[src/hdl/io_pkg.sv]
`default_nettype none

package io_pkg;

	localparam int NUM_PORTS = 3;
	localparam int PIN_W = 7;
	localparam int BYTE_W = 8;
	localparam int SCTL_W = 5;
	localparam int ADDR_W = 6;
	localparam int DATA_W = 32;
	localparam int IDX_W = 4;
	localparam int OVERSAMPLE = 16;
	localparam int NUM_RATES = 4;
	localparam int RATE_W = $clog2(NUM_RATES);
	localparam int PORT_IDX_W = $clog2(NUM_PORTS);
	localparam int OS_CNT_W = $clog2(OVERSAMPLE);
	localparam int BIT_CNT_W = $clog2(BYTE_W);
	localparam int SER_STRIDE = 3; // txd, rxd and sctl of one port sit next to each other

	localparam int BAUD_DIV0 = 2;
	localparam int BAUD_DIV1 = 4;
	localparam int BAUD_DIV2 = 8;
	localparam int BAUD_DIV3 = 32;
	localparam int BAUD_DIVS [NUM_RATES] = '{BAUD_DIV0, BAUD_DIV1, BAUD_DIV2, BAUD_DIV3};
	localparam int BAUD_CNT_W = $clog2(BAUD_DIV3); // slowest rate sets the wrap

	localparam int SCTL_RX_IE = 0;
	localparam int SCTL_TX_EN = 1;
	localparam int SCTL_RX_EN = 2;
	localparam int SCTL_RATE_LO = 3;

	localparam int TX_PIN = 4;
	localparam int RX_PIN = 5;
	localparam int TH_PIN = 6;

	localparam logic [1:0] AXI_RESP_OKAY = 2'b00;

	typedef enum logic [IDX_W-1:0] {
		IRQ_PEND = 4'd0,
		PDATA_A = 4'd1, PDATA_B = 4'd2, PDATA_C = 4'd3,
		PCTRL_A = 4'd4, PCTRL_B = 4'd5, PCTRL_C = 4'd6,
		TXD_A = 4'd7, RXD_A = 4'd8, SCTL_A = 4'd9,
		TXD_B = 4'd10, RXD_B = 4'd11, SCTL_B = 4'd12,
		TXD_C = 4'd13, RXD_C = 4'd14, SCTL_C = 4'd15
	} reg_idx_e;

	typedef enum logic [1:0] {
		TX_IDLE,
		TX_START,
		TX_DATA,
		TX_STOP
	} tx_state_e;

	typedef enum logic [1:0] {
		RX_IDLE,
		RX_START,
		RX_DATA,
		RX_STOP
	} rx_state_e;

	typedef struct packed {
		logic wr_pdata;
		logic wr_pctrl;
		logic wr_txd;
		logic wr_sctl;
		logic rd_rxd;
		logic [BYTE_W-1:0] wdata;
	} port_wr_t;

	typedef struct packed {
		logic [BYTE_W-1:0] pdata;
		logic [BYTE_W-1:0] pctrl;
		logic [BYTE_W-1:0] txd;
		logic [BYTE_W-1:0] rxd;
		logic [SCTL_W-1:0] sctl;
		logic [PIN_W-1:0] pins_in;
		logic tx_busy;
		logic rx_ready;
		logic rx_error;
		logic th_irq;
		logic rx_irq;
	} port_stat_t;

endpackage

`default_nettype wire

[src/hdl/io_axil_regif.sv]
`default_nettype none

module io_axil_regif (
	input wire MCLK,
	input wire rst_n_i,
	input wire [io_pkg::ADDR_W-1:0] s_awaddr_i,
	input wire s_awvalid_i,
	output logic s_awready_o,
	input wire [io_pkg::DATA_W-1:0] s_wdata_i,
	input wire s_wvalid_i,
	output logic s_wready_o,
	output logic [1:0] s_bresp_o,
	output logic s_bvalid_o,
	input wire s_bready_i,
	input wire [io_pkg::ADDR_W-1:0] s_araddr_i,
	input wire s_arvalid_i,
	output logic s_arready_o,
	output logic [io_pkg::DATA_W-1:0] s_rdata_o,
	output logic [1:0] s_rresp_o,
	output logic s_rvalid_o,
	input wire s_rready_i,
	output io_pkg::port_wr_t [io_pkg::NUM_PORTS-1:0] port_wr_o,
	output io_pkg::reg_idx_e rd_idx_o,
	input wire [io_pkg::BYTE_W-1:0] rd_byte_i
);
	import io_pkg::*;

	logic wr_accept;
	logic rd_accept;
	reg_idx_e wr_idx;
	logic [BYTE_W-1:0] rdata_q;
	port_wr_t [NUM_PORTS-1:0] port_wr_d;

	assign wr_idx = reg_idx_e'(s_awaddr_i[IDX_W+1:2]);
	assign rd_idx_o = reg_idx_e'(s_araddr_i[IDX_W+1:2]);

	assign wr_accept = s_awvalid_i & s_wvalid_i & ~s_bvalid_o; // address and data arrive together
	assign s_awready_o = wr_accept;
	assign s_wready_o = wr_accept;
	assign s_arready_o = ~s_rvalid_o;
	assign rd_accept = s_arvalid_i & s_arready_o;

	assign s_bresp_o = AXI_RESP_OKAY;
	assign s_rresp_o = AXI_RESP_OKAY;
	assign s_rdata_o = DATA_W'(rdata_q);

	// irq_pend and rxd fall through the decode, so such writes only get a response
	always_comb
	begin
		for (int p = 0; p < NUM_PORTS; p++)
		begin
			port_wr_d[p].wr_pdata = wr_accept && wr_idx == reg_idx_e'(PDATA_A + p);
			port_wr_d[p].wr_pctrl = wr_accept && wr_idx == reg_idx_e'(PCTRL_A + p);
			port_wr_d[p].wr_txd = wr_accept && wr_idx == reg_idx_e'(TXD_A + SER_STRIDE * p);
			port_wr_d[p].wr_sctl = wr_accept && wr_idx == reg_idx_e'(SCTL_A + SER_STRIDE * p);
			port_wr_d[p].rd_rxd = rd_accept && rd_idx_o == reg_idx_e'(RXD_A + SER_STRIDE * p);
			port_wr_d[p].wdata = s_wdata_i[BYTE_W-1:0];
		end
	end

	always_ff @(posedge MCLK or negedge rst_n_i)
	begin
		if (!rst_n_i)
			port_wr_o <= '0;
		else
			port_wr_o <= port_wr_d; // strobes last one cycle
	end

	always_ff @(posedge MCLK or negedge rst_n_i)
	begin
		if (!rst_n_i)
			s_bvalid_o <= 1'b0;
		else if (wr_accept)
			s_bvalid_o <= 1'b1;
		else if (s_bready_i)
			s_bvalid_o <= 1'b0;
	end

	always_ff @(posedge MCLK or negedge rst_n_i)
	begin
		if (!rst_n_i)
		begin
			s_rvalid_o <= 1'b0;
			rdata_q <= '0;
		end
		else if (rd_accept)
		begin
			s_rvalid_o <= 1'b1;
			rdata_q <= rd_byte_i; // held until the master takes it
		end
		else if (s_rready_i)
			s_rvalid_o <= 1'b0;
	end

endmodule

`default_nettype wire

[src/hdl/io_baud_gen.sv]
`default_nettype none

module io_baud_gen (
	input wire MCLK,
	input wire rst_n_i,
	output logic [io_pkg::NUM_RATES-1:0] tick_o
);
	import io_pkg::*;

	logic [BAUD_CNT_W-1:0] cnt_q;
	logic [NUM_RATES-1:0] tick_d;

	always_ff @(posedge MCLK or negedge rst_n_i)
	begin
		if (!rst_n_i)
			cnt_q <= '0;
		else
			cnt_q <= cnt_q + 1'b1; // every divisor divides the wrap, so rates stay in phase
	end

	for (genvar k = 0; k < NUM_RATES; k++)
	begin : g_rate
		assign tick_d[k] = (cnt_q % BAUD_DIVS[k]) == BAUD_DIVS[k] - 1;
	end

	always_ff @(posedge MCLK or negedge rst_n_i)
	begin
		if (!rst_n_i)
			tick_o <= '0;
		else
			tick_o <= tick_d;
	end

endmodule

`default_nettype wire

[src/hdl/io_port.sv]
`default_nettype none

module io_port (
	input wire MCLK,
	input wire rst_n_i,
	input wire io_pkg::port_wr_t wr_i,
	input wire [io_pkg::NUM_RATES-1:0] tick_i,
	input wire [io_pkg::PIN_W-1:0] pins_i,
	output logic [io_pkg::PIN_W-1:0] pins_o,
	output logic [io_pkg::PIN_W-1:0] pins_dir_o,
	output io_pkg::port_stat_t stat_o
);
	import io_pkg::*;

	logic [BYTE_W-1:0] pdata_q;
	logic [BYTE_W-1:0] pctrl_q;
	logic [BYTE_W-1:0] txd_q;
	logic [SCTL_W-1:0] sctl_q;
	logic [BYTE_W-1:0] rx_data;
	logic tick;
	logic tx_mode;
	logic rx_mode;
	logic tx_line;
	logic tx_busy;
	logic rx_ready;
	logic rx_error;

	always_ff @(posedge MCLK or negedge rst_n_i)
	begin
		if (!rst_n_i)
		begin
			pdata_q <= '0;
			pctrl_q <= '0;
			txd_q <= '0;
			sctl_q <= '0;
		end
		else
		begin
			if (wr_i.wr_pdata)
				pdata_q <= wr_i.wdata;
			if (wr_i.wr_pctrl)
				pctrl_q <= wr_i.wdata;
			if (wr_i.wr_txd)
				txd_q <= wr_i.wdata;
			if (wr_i.wr_sctl)
				sctl_q <= wr_i.wdata[BYTE_W-1 -: SCTL_W]; // low bits read back as status
		end
	end

	assign tx_mode = sctl_q[SCTL_TX_EN];
	assign rx_mode = sctl_q[SCTL_RX_EN];
	assign tick = tick_i[sctl_q[SCTL_RATE_LO +: RATE_W]];

	io_uart_tx u_tx (
		.MCLK(MCLK),
		.rst_n_i(rst_n_i),
		.tick_i(tick),
		.start_i(wr_i.wr_txd),
		.data_i(wr_i.wdata),
		.enable_i(tx_mode),
		.line_o(tx_line),
		.busy_o(tx_busy)
	);

	io_uart_rx u_rx (
		.MCLK(MCLK),
		.rst_n_i(rst_n_i),
		.tick_i(tick),
		.enable_i(rx_mode),
		.line_i(pins_i[RX_PIN]),
		.clear_i(wr_i.rd_rxd),
		.data_o(rx_data),
		.ready_o(rx_ready),
		.error_o(rx_error)
	);

	always_comb
	begin
		pins_dir_o = pctrl_q[PIN_W-1:0];
		pins_o = pdata_q[PIN_W-1:0];
		if (tx_mode)
		begin
			pins_dir_o[TX_PIN] = 1'b1;
			pins_o[TX_PIN] = tx_line;
		end
		if (rx_mode)
			pins_dir_o[RX_PIN] = 1'b0;
	end

	assign stat_o.pdata = pdata_q;
	assign stat_o.pctrl = pctrl_q;
	assign stat_o.txd = txd_q;
	assign stat_o.rxd = rx_data;
	assign stat_o.sctl = sctl_q;
	assign stat_o.pins_in = pins_i;
	assign stat_o.tx_busy = tx_busy;
	assign stat_o.rx_ready = rx_ready;
	assign stat_o.rx_error = rx_error;
	assign stat_o.th_irq = ~pins_i[TH_PIN] & pctrl_q[BYTE_W-1]; // pad pulled low by the device
	assign stat_o.rx_irq = rx_ready & sctl_q[SCTL_RX_IE];

endmodule

`default_nettype wire

[src/hdl/io_status_merge.sv]
`default_nettype none

module io_status_merge (
	input wire io_pkg::port_stat_t [io_pkg::NUM_PORTS-1:0] stat_i,
	input wire io_pkg::reg_idx_e rd_idx_i,
	output logic [io_pkg::BYTE_W-1:0] rd_byte_o,
	output logic irq_o
);
	import io_pkg::*;

	logic [NUM_PORTS-1:0] th_irq;
	logic [NUM_PORTS-1:0] rx_irq;
	logic [PORT_IDX_W-1:0] sel;

	function automatic logic [PORT_IDX_W-1:0] port_of(reg_idx_e idx);
		if (idx >= TXD_A)
			return PORT_IDX_W'((idx - TXD_A) / SER_STRIDE);
		else if (idx >= PCTRL_A)
			return PORT_IDX_W'(idx - PCTRL_A);
		else if (idx >= PDATA_A)
			return PORT_IDX_W'(idx - PDATA_A);
		return '0;
	endfunction

	for (genvar p = 0; p < NUM_PORTS; p++)
	begin : g_irq
		assign th_irq[p] = stat_i[p].th_irq;
		assign rx_irq[p] = stat_i[p].rx_irq;
	end

	assign sel = port_of(rd_idx_i);
	assign irq_o = |{rx_irq, th_irq};

	always_comb
	begin
		unique case (rd_idx_i)
			IRQ_PEND: rd_byte_o = BYTE_W'({rx_irq, th_irq}); // port a in the low bit of each group
			PDATA_A, PDATA_B, PDATA_C:
				rd_byte_o = {stat_i[sel].pdata[BYTE_W-1], stat_i[sel].pins_in};
			PCTRL_A, PCTRL_B, PCTRL_C: rd_byte_o = stat_i[sel].pctrl;
			TXD_A, TXD_B, TXD_C: rd_byte_o = stat_i[sel].txd;
			RXD_A, RXD_B, RXD_C: rd_byte_o = stat_i[sel].rxd;
			SCTL_A, SCTL_B, SCTL_C:
				rd_byte_o = {stat_i[sel].sctl, stat_i[sel].rx_error, stat_i[sel].rx_ready,
					stat_i[sel].tx_busy};
			default: rd_byte_o = '0;
		endcase
	end

endmodule

`default_nettype wire

[src/hdl/io_top.sv]
`default_nettype none

module io_top (
	input wire MCLK,
	input wire rst_n_i,
	input wire [io_pkg::ADDR_W-1:0] s_awaddr_i,
	input wire s_awvalid_i,
	output wire s_awready_o,
	input wire [io_pkg::DATA_W-1:0] s_wdata_i,
	input wire s_wvalid_i,
	output wire s_wready_o,
	output wire [1:0] s_bresp_o,
	output wire s_bvalid_o,
	input wire s_bready_i,
	input wire [io_pkg::ADDR_W-1:0] s_araddr_i,
	input wire s_arvalid_i,
	output wire s_arready_o,
	output wire [io_pkg::DATA_W-1:0] s_rdata_o,
	output wire [1:0] s_rresp_o,
	output wire s_rvalid_o,
	input wire s_rready_i,
	input wire [io_pkg::NUM_PORTS-1:0][io_pkg::PIN_W-1:0] pins_i,
	output wire [io_pkg::NUM_PORTS-1:0][io_pkg::PIN_W-1:0] pins_o,
	output wire [io_pkg::NUM_PORTS-1:0][io_pkg::PIN_W-1:0] pins_dir_o,
	output wire irq_o
);
	import io_pkg::*;

	port_wr_t [NUM_PORTS-1:0] port_wr;
	port_stat_t [NUM_PORTS-1:0] port_stat;
	reg_idx_e rd_idx;
	logic [BYTE_W-1:0] rd_byte;
	logic [NUM_RATES-1:0] tick;

	io_axil_regif u_regif (
		.MCLK(MCLK),
		.rst_n_i(rst_n_i),
		.s_awaddr_i(s_awaddr_i),
		.s_awvalid_i(s_awvalid_i),
		.s_awready_o(s_awready_o),
		.s_wdata_i(s_wdata_i),
		.s_wvalid_i(s_wvalid_i),
		.s_wready_o(s_wready_o),
		.s_bresp_o(s_bresp_o),
		.s_bvalid_o(s_bvalid_o),
		.s_bready_i(s_bready_i),
		.s_araddr_i(s_araddr_i),
		.s_arvalid_i(s_arvalid_i),
		.s_arready_o(s_arready_o),
		.s_rdata_o(s_rdata_o),
		.s_rresp_o(s_rresp_o),
		.s_rvalid_o(s_rvalid_o),
		.s_rready_i(s_rready_i),
		.port_wr_o(port_wr),
		.rd_idx_o(rd_idx),
		.rd_byte_i(rd_byte)
	);

	io_baud_gen u_baud (
		.MCLK(MCLK),
		.rst_n_i(rst_n_i),
		.tick_o(tick)
	);

	for (genvar p = 0; p < NUM_PORTS; p++)
	begin : g_port
		io_port u_port (
			.MCLK(MCLK),
			.rst_n_i(rst_n_i),
			.wr_i(port_wr[p]),
			.tick_i(tick),
			.pins_i(pins_i[p]),
			.pins_o(pins_o[p]),
			.pins_dir_o(pins_dir_o[p]),
			.stat_o(port_stat[p])
		);
	end

	io_status_merge u_merge (
		.stat_i(port_stat),
		.rd_idx_i(rd_idx),
		.rd_byte_o(rd_byte),
		.irq_o(irq_o)
	);

endmodule

`default_nettype wire

[src/hdl/io_uart_rx.sv]
`default_nettype none

module io_uart_rx (
	input wire MCLK,
	input wire rst_n_i,
	input wire tick_i,
	input wire enable_i,
	input wire line_i,
	input wire clear_i,
	output logic [io_pkg::BYTE_W-1:0] data_o,
	output logic ready_o,
	output logic error_o
);
	import io_pkg::*;

	rx_state_e state_q;
	logic line_meta_q;
	logic line_s_q;
	logic [OS_CNT_W-1:0] os_cnt_q;
	logic [BIT_CNT_W-1:0] bit_cnt_q;
	logic [BYTE_W-1:0] shift_q;
	logic start_mid;
	logic bit_mid;
	logic stop_sample;

	assign start_mid = tick_i && os_cnt_q == OS_CNT_W'(OVERSAMPLE / 2 - 1);
	assign bit_mid = tick_i && os_cnt_q == OS_CNT_W'(OVERSAMPLE - 1); // one bit after the last mid
	assign stop_sample = state_q == RX_STOP && bit_mid;

	always_ff @(posedge MCLK or negedge rst_n_i)
	begin
		if (!rst_n_i)
		begin
			line_meta_q <= 1'b1;
			line_s_q <= 1'b1;
		end
		else
		begin
			line_meta_q <= line_i;
			line_s_q <= line_meta_q;
		end
	end

	always_ff @(posedge MCLK or negedge rst_n_i)
	begin
		if (!rst_n_i)
		begin
			state_q <= RX_IDLE;
			os_cnt_q <= '0;
			bit_cnt_q <= '0;
		end
		else if (!enable_i)
			state_q <= RX_IDLE;
		else
		begin
			if (tick_i)
				os_cnt_q <= os_cnt_q + 1'b1;
			unique case (state_q)
				RX_IDLE:
					if (!line_s_q)
					begin
						state_q <= RX_START;
						os_cnt_q <= '0;
					end
				RX_START:
					if (start_mid)
					begin
						state_q <= line_s_q ? RX_IDLE : RX_DATA; // glitch, not a start bit
						os_cnt_q <= '0;
						bit_cnt_q <= '0;
					end
				RX_DATA:
					if (bit_mid)
					begin
						bit_cnt_q <= bit_cnt_q + 1'b1;
						if (bit_cnt_q == BIT_CNT_W'(BYTE_W - 1))
							state_q <= RX_STOP;
					end
				RX_STOP:
					if (bit_mid)
						state_q <= RX_IDLE;
			endcase
		end
	end

	always_ff @(posedge MCLK)
	begin
		if (state_q == RX_DATA && bit_mid)
			shift_q <= {line_s_q, shift_q[BYTE_W-1:1]};
	end

	always_ff @(posedge MCLK or negedge rst_n_i)
	begin
		if (!rst_n_i)
		begin
			data_o <= '0;
			ready_o <= 1'b0;
			error_o <= 1'b0;
		end
		else if (stop_sample)
		begin
			data_o <= shift_q;
			ready_o <= 1'b1;
			error_o <= ~line_s_q; // stop bit must be high
		end
		else if (clear_i)
		begin
			ready_o <= 1'b0;
			error_o <= 1'b0;
		end
	end

endmodule

`default_nettype wire

[src/hdl/io_uart_tx.sv]
`default_nettype none

module io_uart_tx (
	input wire MCLK,
	input wire rst_n_i,
	input wire tick_i,
	input wire start_i,
	input wire [io_pkg::BYTE_W-1:0] data_i,
	input wire enable_i,
	output logic line_o,
	output logic busy_o
);
	import io_pkg::*;

	tx_state_e state_q;
	logic [OS_CNT_W-1:0] os_cnt_q;
	logic [BIT_CNT_W-1:0] bit_cnt_q;
	logic [BYTE_W-1:0] shift_q;
	logic bit_end;
	logic load;

	assign bit_end = tick_i && os_cnt_q == OS_CNT_W'(OVERSAMPLE - 1);
	assign load = enable_i && start_i && state_q == TX_IDLE;

	always_ff @(posedge MCLK or negedge rst_n_i)
	begin
		if (!rst_n_i)
		begin
			state_q <= TX_IDLE;
			os_cnt_q <= '0;
			bit_cnt_q <= '0;
		end
		else if (!enable_i)
			state_q <= TX_IDLE;
		else
		begin
			if (tick_i)
				os_cnt_q <= os_cnt_q + 1'b1;
			unique case (state_q)
				TX_IDLE:
					if (start_i)
					begin
						state_q <= TX_START;
						os_cnt_q <= '0; // full start bit from here on
					end
				TX_START:
					if (bit_end)
					begin
						state_q <= TX_DATA;
						bit_cnt_q <= '0;
					end
				TX_DATA:
					if (bit_end)
					begin
						bit_cnt_q <= bit_cnt_q + 1'b1;
						if (bit_cnt_q == BIT_CNT_W'(BYTE_W - 1))
							state_q <= TX_STOP;
					end
				TX_STOP:
					if (bit_end)
						state_q <= TX_IDLE;
			endcase
		end
	end

	always_ff @(posedge MCLK)
	begin
		if (load)
			shift_q <= data_i;
		else if (state_q == TX_DATA && bit_end)
			shift_q <= shift_q >> 1; // lsb first
	end

	assign line_o = (state_q == TX_START) ? 1'b0 : (state_q == TX_DATA) ? shift_q[0] : 1'b1;
	assign busy_o = state_q != TX_IDLE;

endmodule

`default_nettype wire

[config.mk]
export PLATFORM = sky130hd
export DESIGN_NAME = io_top
export DESIGN_NICKNAME = d
export VERILOG_FILES = /design/src/hdl/io_pkg.sv /design/src/hdl/io_axil_regif.sv /design/src/hdl/io_baud_gen.sv /design/src/hdl/io_port.sv /design/src/hdl/io_status_merge.sv /design/src/hdl/io_top.sv /design/src/hdl/io_uart_rx.sv /design/src/hdl/io_uart_tx.sv
export SDC_FILE = /design/constraint.sdc
export NUM_CORES = 1
export LEC_CHECK = 0
export ABC_AREA = 0
export CORE_ASPECT_RATIO = 0.8
export CORE_MARGIN = 4
export CORE_UTILIZATION = 30
export DETAILED_ROUTE_END_ITERATION = 8
export DONT_BUFFER_PORTS = 1
export GPL_TIMING_DRIVEN = 0
export PLACE_DENSITY = 0.44
export SYNTH_ARGS = -nofsm -noshare
export SYNTH_HDL_FRONTEND = slang
export SYNTH_SLANG_ARGS = --single-unit
[constraint.sdc]
create_clock -name MCLK -period 2.07 [get_ports MCLK]
set_input_delay 0.207 -clock MCLK [delete_from_list [all_inputs] [get_ports MCLK]]
set_output_delay 0.207 -clock MCLK [all_outputs]
set_load 0.05 [all_outputs]
Yosys cells after proc, flatten, opt, wreduce, memory -nomap -nowiden --
Index checks and enable logic that the tools add are counted.
Word-level totals: bits in registers 267, RAM bits 0, output and inout bits 84, input bits 72, latch bits 0, memories kept 0, logic and storage cells 433, bits in read-only memories 0
Operators by class: multiplexer cells 134, reductions and logical operators 81, shifts and indexed selects 0, add/subtract/negate cells 16, $mul 0, bitwise logic cells 17, magnitude comparators 7, divide/modulo/power cells 1, equality and inequality tests 105
Operators with widths (count):
- $bmux W49 S2 | 1
- $ne A3 B3 Y1 const B | 30
- $mux W2 | 43
- $eq A4 B4 Y1 const B | 19
- $mux W4 | 18
- $mux W49 | 1
- $mux W8 | 6
- $pmux W2 S4 | 6
- $pmux W8 S6 | 1
- $eq A4 B3 Y1 const B | 11
- $logic_and A1 B1 Y1 | 39
- $mux W3 | 12
- $pmux W3 S2 | 6
- $mux W1 | 34
- $reduce_bool A2 Y1 | 17
- $div A32 B2 Y32 const B | 1
- $reduce_and A5 Y1 | 6
- $eq A2 B2 Y1 const B | 13
- $add A4 B1 Y4 const B | 6
- $ne A2 B2 Y1 const B | 12
- $pmux W4 S2 | 3
- $reduce_and A4 Y1 | 6
- $eq A3 B3 Y1 const B | 7
- $add A3 B1 Y3 const B | 6
- 17 further kinds | 57

Longest topological paths before layout --
Gate-level depths: netlist (run 1).
depth after elaboration 8, depth in mapped cells 13, depth with buffers taken out 11

Hierarchy --
From an unflattened synthesis (run 1), not the netlist that was laid out.
Unflattened totals: cell total of the unflattened synthesis 1221, area, all modules 13934.6 µm²
Modules (own cells, without submodules):
- io_uart_rx | times used 3, sequential area each 768.2 µm², cells each 97, area each 1310.0 µm²
- io_port | times used 3, sequential area each 725.7 µm², cells each 88, area each 1283.7 µm²
- io_uart_tx | times used 3, sequential area each 465.4 µm², cells each 91, area each 904.6 µm²
- io_status_merge | times used 1, sequential area each 0.0 µm², cells each 252, area each 1626.6 µm²
- io_axil_regif | times used 1, sequential area each 825.8 µm², cells each 125, area each 1526.5 µm²
- io_baud_gen | times used 1, sequential area each 225.2 µm², cells each 16, area each 286.5 µm²

Worst setup path after synthesis (run 1) --
No wires, ideal clock.
kind input to register, start point input s_araddr_i[2] (netlist bit), end point register u_regif.rdata_q[5], buffers on the path 2, arrival 2.896 ns, data required time 1.978 ns, cell stages on the path 13, setup time 0.092 ns, path slack -0.918 ns, path through ha_1 buf_4 buf_2 o21bai_1 o2bb2ai_1 ha_1 and4b_1 a211o_1 a31oi_1 o221ai_4 nor2_4 mux2_4 o31ai_2
On the way: cells in the longest elaborated chain, start to end 8, elaborated cells on any way between the ends 38, classes of those cells 3 x add/sub; 1 x div; 3 x order compare; 15 x eq/ne; 10 x mux; 6 x reduce/logical
RTL lines:
- from (decl) | RTL line io_top.sv:15 | input wire [io_pkg::ADDR_W-1:0] s_araddr_i,
- parallel branches: the longest is 7 deep, another holds $div A32 B2 Y32
- $pmux W8 S6 (*) | RTL line io_status_merge.sv:36 | unique case (rd_idx_i)
- to (signal assigned) | RTL line io_axil_regif.sv:89 | rdata_q <= rd_byte_i;
- to (decl) | RTL line io_axil_regif.sv:31 | logic [BYTE_W-1:0] rdata_q;
Mark *: on every way between the ends. The select of a mux whose other input is x is not followed. A chain may end at the register's enable or synchronous reset.

Final worst setup path (run 1) --
start point input s_araddr_i[5] (netlist bit), end point register u_regif.rdata_q[6]
On the way: cells in the longest elaborated chain, start to end 8, elaborated cells on any way between the ends 35, classes of those cells 1 x add/sub; 1 x div; 3 x order compare; 15 x eq/ne; 9 x mux; 6 x reduce/logical
RTL lines (RTL line):
- parallel branches: the longest is 7 deep, another holds $div A32 B2 Y32
- $pmux W8 S6 (*) | io_status_merge.sv:36
Marks and branches as above.

==> out/results.ini, run 1 <==
[logic_synthesis]
syn_avg_cell_area_sq_um=11.98
synth_largest_area_cell=sky130_fd_sc_hd__dfrtp_1
yosysSeqAreaShare_pct=54.70
async_reset_ff_share_pct=82.02
synth-edff-count=48
synth.yosys.warnings=0
ys_types=71
ys.flop_type=sky130_fd_sc_hd__dfrtp_1
synth_area_leaders=sky130_fd_sc_hd__dfrtp_1, sky130_fd_sc_hd__edfxtp_1, sky130_fd_sc_hd__mux2_2
syn_area_sq_um=12670
portion_of_synthesized_cell_area_occupied_by_the_leading_cell_type_pct=42.08
postSynthCellCount=1057
ys_seq_elements=267

[timing]
timing.final.max_slew_violations=0
rsz0062_at_grt=true
finalHoldViolations=219
final.setup_skew_ns=0.02340
achievable-frequency_mhz=440.5
timing.final.crit_period_ns=2.270
finalSetupViolCount=16
tightestPinTransition_ns=1.168
min_period_over_period_pct=109.7
timing.max_slew.rel_slack_pct=22.11
setup-tns-final_ns=-0.6967
final.setup.worst_slack_ns=-0.2000
hold-worst-slack_ns=-0.6559

[route]
drt_pre_antenna_iters=6
route.antenna.remaining_nets=0
num_vias=8549
post_dr_wirelength_cell_um=20.63
drc_errors=0
count_of_routing_violations_after_the_opening_detailed_route_iteration=650
vias_per_cell=4.922
total_wire_length_after_detailed_routing_um=35830

[cts]
cts.path.max_buffers=3
tritoncts.num_buffers=29
cts_htree_levels=1
clock-root-buffer=sky130_fd_sc_hd__clkbuf_16
clkSinkCount=267
cts.reportedPaths.clkPinSlew_ns=0.07
cts_hold_repair.buffers=29
tritoncts_clock_tree=built
insertion_delay_to_the_later_sink_of_the_worst_skew_pair_ns=0.56

[power_and_ir_drop]
p_int_w=0.009918
power_density_nw_per_um2=932.1
p_sw_share_pct=30.53
combPwrFrac_pct=17.6
total_power_w=0.01428
sequentialPowerShare_pct=45.4
pwr-share-clk_pct=37.1
power.switching_w=0.004359
leakagePower_nw=6.862
worst_ir_drop_vdd_uv=529.6

[layout]
final_layout_size_suffix_gt1_share_pct=30.72
layout.nets=1273
final_cells=1737
final_common_cell=sky130_fd_sc_hd__dfrtp_1
n_antenna_cell=0
area.growth.synth_to_final_pct=20.91
fillers=4107
layout.cells.most_common_list=sky130_fd_sc_hd__dfrtp_1, sky130_fd_sc_hd__mux2_2, sky130_fd_sc_hd__nand2_1
utilization_pct=36.61

[place]
port_buffers=0
gp_congestion=0.8180
placed_cells_incl_taps=1636
dp_hpwl_um=24170

[global_route]
gr_ovfl_total=0
number_of_antenna_violations_at_the_first_check_in_global_routing=2
grt_pass1_wl_um=54530
grt_pass1_vias=8577
grt_start_max_net_pins=220
gr-usage-all-layers_pct=15.50

[floorplan]
io_pins=156
die-width_um=237.7
placement_rows=67
fp.dieH_um=191.8
initial_cell_density_of_the_core_pct=30.28
die_outline_area_sq_um=45600
core_region_area_sq_um=41830

[critical_path]
worstSetupPathType=in2reg
crit_path_max_incr_delay_ns=0.68
crit_path_top_delay_cell=sky130_fd_sc_hd__a222oi_1
arrival_ns=2.70
critical_path.top_delay_family=compound AO/OA/AOI/OAI gates
crit_path_end_kind=register
cp_cell_sequence=buf_8 > and3b_1 > o21bai_1 > o2bb2ai_1 > ha_2 > and4b_1 > a211o_1 > a31oi_4 > o221ai_4 > a222oi_1 > o21ai_1
timing.reg2reg.setup_slack_ns=-0.03
cp_data_required_time_ns=2.50
critical_path.max_fanout=7
worstPathBufferInverterCount=1
startpoint_type=input port

[status]
violations_in_the_final_reports=negative hold slack, negative setup slack
outcome=finished with violations

[job]
maxCapViolations=0

[min_path]
worst_hold_path_type=in2async

==> metrics by stage <==
step	hold WS, ns	area, sq um	setup slack, ns
floorplan	-0.08859	12800	-0.5898
global placement	-0.08021	13490	-0.9532
detailed placement	-0.07833	13490	-0.9358
CTS	-0.6889	15170	-0.1713
global route	-0.6917	15320	-0.2386
finish	-0.6559	15320	-0.2000
==> Yosys cell counts (all sizes together) (3+ instances only) <==
cell type    n
nor3b        3
a21oi       29
a22oi       22
mux2i        6
ha          39
o22ai        4
o21ai       32
edfxtp      48
nor2b       14
mux2       126
xnor2       12
and3        11
o211ai       3
nand2b      10
a21o         5
and2        14
dfstp        6
a211oi       5
a222oi      25
nor4         3
a22o        12
o221a        5
a31oi        9
mux4         3
nand3b       5
buf         78
nor3        16
inv         27
clkbuf      40
dfrtp      213
nand3       12
o31ai        6
nand4        9
nor2        48
nand2      107
xor2        13
or2          5
and4         3
==> cells by family after synthesis <==
| group | Yosys count | synth area share (%) |
|---|---|---|
| and+or+nand+nor | 271 | 10.61 |
| AOI/OAI and AO/OA | 174 | 10.29 |
| muxes | 135 | 12.27 |
| DFF | 267 | 54.70 |
| adders and majority gates | 39 | 3.852 |
| xor gates and xnor gates | 25 | 1.729 |
| buffers and inverters | 145 | 6.519 |
| other | 1 | 0.02960 |
==> power by group through the flow <==
| stage | clock, W | sequential [W] | combinational [W] |
|---|---|---|---|
| after floorplan | 0 | 0.00635 | 0.00197 |
| after global placement | 0 | 0.00654 | 0.00230 |
| after detailed placement | 0 | 0.00655 | 0.00232 |
| after CTS | 0.00546 | 0.00648 | 0.00247 |
| after global routing | 0.00568 | 0.00655 | 0.00268 |
| final | 0.00530 | 0.00647 | 0.00251 |
==> flip-flops by register name (all words and copies together), names as in the netlist <==
register	count
g_port.u_port.pctrl_q	24
g_port.u_port.pdata_q	24
g_port.u_port.sctl_q	15
g_port.u_port.txd_q	24
g_port.u_port.u_rx.bit_cnt_q	9
g_port.u_port.u_rx.data_o	24
g_port.u_port.u_rx.error_o	3
g_port.u_port.u_rx.line_meta_q	3
g_port.u_port.u_rx.line_s_q	3
g_port.u_port.u_rx.os_cnt_q	12
g_port.u_port.u_rx.ready_o	3
g_port.u_port.u_rx.shift_q	24
g_port.u_port.u_rx.state_q	6
g_port.u_port.u_tx.bit_cnt_q	9
g_port.u_port.u_tx.os_cnt_q	12
g_port.u_port.u_tx.shift_q	24
g_port.u_port.u_tx.state_q	6
u_baud.cnt_q	5
u_baud.tick_o	4
u_regif.port_wr_o	23
u_regif.rdata_q	8
u_regif.s_bvalid_o	1
u_regif.s_rvalid_o	1
==> area by class of cell <==
type | count | area (sq um) | area share (%)
sequential | 267 | 6932 | 45.26
tap | 552 | 690.7 | 4.509
clock buffer | 44 | 893.4 | 5.833
multi-input combinational | 672 | 5300 | 34.61
timing repair buffer | 53 | 521.8 | 3.407
buffer | 112 | 789.5 | 5.155
inverter | 27 | 105.1 | 0.6862
clock inverter | 10 | 83.83 | 0.5473
==> layer usage <==
metal / part of all wire [%] / GRT usage, % / wire (um) / vias up
met4: 2.4 / 3.636 / 877 / 2
li1: - / - / - / 3935
met2: 43 / 22.86 / 15280 / 248
met5: 0.053 / 0 / 19 / -
met1: 50 / 23.70 / 17850 / 4316
met3: 5.0 / 2.641 / 1806 / 48
==> final timing paths <==
kind,to,depth (start not counted),start
hold reg to reg,g_port[0].u_port.u_rx.line_s_q$_DFF_PN1_,0,g_port[0].u_port.u_rx.line_meta_q$_DFF_PN1_
setup / recovery,u_regif.rdata_q[6]$_DFFE_PN0P_,11,s_araddr_i[5]
max in group asynchronous,g_port[0].u_port.u_rx.line_meta_q$_DFF_PN1_,0,rst_n_i
hold / removal,g_port[1].u_port.u_rx.bit_cnt_q[0]$_DFFE_PN0P_,0,rst_n_i
setup reg to reg,u_regif.rdata_q[5]$_DFFE_PN0P_,6,u_regif.s_rvalid_o$_DFFE_PN0P_
min in group MCLK,u_regif.rdata_q[5]$_DFFE_PN0P_,4,pins_i[19]
==> what timing repair did <==
item / CTS / global route
endpoints found under the hold margin: 249 / 219
pin swaps: 23 / 13
resized for setup: 80 / 42
endpoints found under the setup margin: 103 / 84
buffers inserted: 21 / 4
cloned: 1 / 0
Note: power is estimated with default switching activity, not from simulation.
==> run 2, diff against run 1 <==
SYNTH_HIERARCHICAL = 1   (was not set)
==> out/results.ini, run 2 <==
[timing]
timing.final.crit_period_ns=2.924  ; was 2.270 ns
final.setup_skew_ns=0.01529  ; was 0.02340 ns
final.setup.worst_slack_ns=-0.8538  ; was -0.2000 ns
rsz0062_at_grt=true  ; unchanged
finalSetupViolCount=8  ; was 16
tightestPinTransition_ns=1.203  ; was 1.168 ns
achievable-frequency_mhz=342.0  ; was 440.5 MHz
timing.final.max_slew_violations=0  ; unchanged
min_period_over_period_pct=141.2  ; was 109.7%
finalHoldViolations=219  ; unchanged
hold-worst-slack_ns=-0.6692  ; was -0.6559 ns
timing.max_slew.rel_slack_pct=18.76  ; was 22.11%

[route]
drt_pre_antenna_iters=5  ; was 6
num_vias=9606  ; was 8549
total_wire_length_after_detailed_routing_um=39450  ; was 35830 um
route.antenna.remaining_nets=0  ; unchanged
count_of_routing_violations_after_the_opening_detailed_route_iteration=721  ; was 650
wl_met3_um=2359  ; was 1806 um
drc_errors=0  ; unchanged
wl_met1_um=19580  ; was 17850 um
dr_wl_met2_um=16850  ; was 15280 um
post_dr_wirelength_cell_um=20.05  ; was 20.63 um
maxUsedRoutingLayer=met5  ; unchanged
vias_per_cell=4.881  ; was 4.922

[power_and_ir_drop]
sequentialPowerShare_pct=46.7  ; was 45.4%
p_int_w=0.01026  ; was 0.009918 W
worst_ir_drop_vdd_uv=592.2  ; was 529.6 uV
leakagePower_nw=7.847  ; was 6.862 nW
total_power_w=0.01499  ; was 0.01428 W
pwr-share-clk_pct=36.9  ; was 37.1%
combPwrFrac_pct=16.3  ; was 17.6%
power.switching_w=0.004734  ; was 0.004359 W
power_density_nw_per_um2=890.9  ; was 932.1 nW/um^2
p_sw_share_pct=31.58  ; was 30.53%

[floorplan]
die_outline_area_sq_um=49510  ; was 45600 sq um
fp.dieH_um=199.8  ; was 191.8 um
io_pins=156  ; unchanged
initial_cell_density_of_the_core_pct=30.74  ; was 30.28%
placement_rows=69  ; was 67
core_region_area_sq_um=44890  ; was 41830 sq um
die-width_um=247.8  ; was 237.7 um

[global_route]
gr_ovfl_total=0  ; unchanged
grt_start_max_net_pins=220  ; unchanged
grt_pass1_vias=9350  ; was 8577
number_of_antenna_violations_at_the_first_check_in_global_routing=1  ; was 2
grt_pass1_wl_um=59600  ; was 54530 um
gr-usage-all-layers_pct=15.64  ; was 15.50%

[place]
total_cell_area_at_the_placement_stage_sq_um=14730  ; was 13490 sq um
dp_hpwl_um=27180  ; was 24170 um
gp_congestion=0.8866  ; was 0.8180
port_buffers=0  ; unchanged
place_worst_setup_slack_ns=-2.094  ; was -0.9358 ns

[layout]
fin_area_sq_um=16830  ; was 15320 sq um
final_layout_size_suffix_gt1_share_pct=22.78  ; was 30.72%
n_antenna_cell=0  ; unchanged
final_common_cell=sky130_fd_sc_hd__dfrtp_1  ; unchanged
area.growth.synth_to_final_pct=21.94  ; was 20.91%
layout.nets=1466  ; was 1273
utilization_pct=37.48  ; was 36.61%
layout.cells.most_common_list=sky130_fd_sc_hd__dfrtp_1, sky130_fd_sc_hd__buf_4, sky130_fd_sc_hd__nand2_1  ; was sky130_fd_sc_hd__dfrtp_1, sky130_fd_sc_hd__mux2_2, sky130_fd_sc_hd__nand2_1

[cts]
tritoncts.num_buffers=31  ; was 29
clock-root-buffer=sky130_fd_sc_hd__clkbuf_16  ; unchanged
cts_hold_repair.buffers=30  ; was 29
tritoncts_clock_tree=built  ; unchanged
cts.reportedPaths.clkPinSlew_ns=0.06  ; was 0.07 ns
clkSinkCount=267  ; unchanged
cts_htree_levels=1  ; unchanged
cts.path.max_buffers=3  ; unchanged
insertion_delay_to_the_later_sink_of_the_worst_skew_pair_ns=0.58  ; was 0.56 ns

[logic_synthesis]
syn_avg_cell_area_sq_um=11.47  ; was 11.98 sq um
synth.yosys.warnings=6  ; was 0
syn_area_sq_um=13800  ; was 12670 sq um
postSynthCellCount=1203  ; was 1057

[critical_path]
cp_cell_sequence=buf_12 > ha_4 > clkbuf_16 > buf_8 > nand2b_4 > o21ai_2 > a22o_1 > ha_4 > or3b_4 > a21oi_2 > nor2_2 > a22oi_2 > buf_4 > o31a_1 > buf_4 > a31oi_4 > o41a_1 > mux2_4  ; was buf_8 > and3b_1 > o21bai_1 > o2bb2ai_1 > ha_2 > and4b_1 > a211o_1 > a31oi_4 > o221ai_4 > a222oi_1 > o21ai_1
crit_path_top_delay_cell=sky130_fd_sc_hd__or3b_4  ; was sky130_fd_sc_hd__a222oi_1
arrival_ns=3.38  ; was 2.70 ns
startpoint_type=input port  ; unchanged
worst_r2r_startpoint=g_port[2].u_port/u_tx/state_q[0]$_DFFE_PN0P_  ; was u_regif.s_rvalid_o$_DFFE_PN0P_
critical_path.max_fanout=6  ; was 7
crit_path_end_kind=register  ; unchanged
worstSetupPathType=in2reg  ; unchanged
crit_path_max_incr_delay_ns=0.38  ; was 0.68 ns
timing.reg2reg.setup_slack_ns=-0.19  ; was -0.03 ns
cp_data_required_time_ns=2.53  ; was 2.50 ns
ff2ff_path_depth=10  ; was 6
worst_setup_path_endpoint=u_regif/rdata_q[2]$_DFFE_PN0P_  ; was u_regif.rdata_q[6]$_DFFE_PN0P_
end_of_the_worst_register_to_register_path=u_regif/rdata_q[0]$_DFFE_PN0P_  ; was u_regif.rdata_q[5]$_DFFE_PN0P_
worstSetupStartpoint=s_araddr_i[3]  ; was s_araddr_i[5]

[min_path]
worst_hold_path_type=in2async  ; unchanged

[status]
violations_in_the_final_reports=negative hold slack, negative setup slack  ; unchanged
outcome=finished with violations  ; unchanged

[job]
maxCapViolations=0  ; unchanged

[run 2: worst min-delay path by stage]
stage                                                     end  slack [ns]  cells after the start
2_1_floorplan         g_port[0].u_port/pctrl_q[0]$_DFFE_PN0P_       -0.09                      0
3_3_place_gp   g_port[1].u_port/u_tx/bit_cnt_q[0]$_DFFE_PN0P_       -0.07                      0
3_5_place_dp   g_port[1].u_port/u_tx/bit_cnt_q[0]$_DFFE_PN0P_       -0.07                      0
4_1_cts        g_port[1].u_port/u_tx/bit_cnt_q[0]$_DFFE_PN0P_       -0.71                      0
5_1_grt        g_port[1].u_port/u_tx/bit_cnt_q[0]$_DFFE_PN0P_       -0.71                      0
6_report       g_port[1].u_port/u_tx/bit_cnt_q[1]$_DFFE_PN0P_       -0.67                      0
[run 2: worst max-delay path: cells and delay by family]
kind / cells / cell delay [ns]
AO/OA/AOI/OAI: 7 / 1.24
buffers and inverters: 5 / 0.72
AND/OR/NAND/NOR: 3 / 0.51
adder cells (fa/ha/maj): 2 / 0.44
multiplexers: 1 / 0.27
[run 2: cell type report]
cell class                 instances  area [sq um]
buffer                           135          1010
clock buffer                      45         878.3
clock inverter                    10         147.6
fill                            4425         28070
inverter                          42         163.9
multi-input combinational        784          6218
sequential                       267          6932
tap                              603         754.5
timing repair buffer              82         723.2
[run 2: repair_timing]
action / CTS / global route
endpoints found under the setup margin: 94 / 61
setup buffers: 36 / 16
hold endpoints to repair: 247 / 219
gates resized for setup: 54 / 44
cloned: 0 / 1
pin swaps: 22 / 24
[run 2: power by group through the flow]
stage               sequential [W]  combinational [W]  clock, W
finish                     0.00701            0.00245   0.00554
global route               0.00709            0.00264   0.00597
CTS                        0.00702            0.00234   0.00574
detailed placement         0.00712            0.00214         0
global placement           0.00711            0.00212         0
floorplan                  0.00688            0.00172         0
[run 2: routing by layer]
metal / GRT usage [%] / vias up
met3: 3.486 / 44
li1: - / 4527
met2: 23.22 / 230
met5: 0 / -
met4: 2.506 / 2
met1: 23.76 / 4803
[run 2: metrics by stage]
stage | cells | TNS, ns | hold slack (ns)
floorplan | 1230 | -8.623 | -0.08859
global placement | 1833 | -30.53 | -0.07281
detailed placement | 1833 | -31.65 | -0.07431
CTS | 1952 | -5.239 | -0.7093
global route | 1968 | -7.307 | -0.7112
finish | 1968 | -6.085 | -0.6692
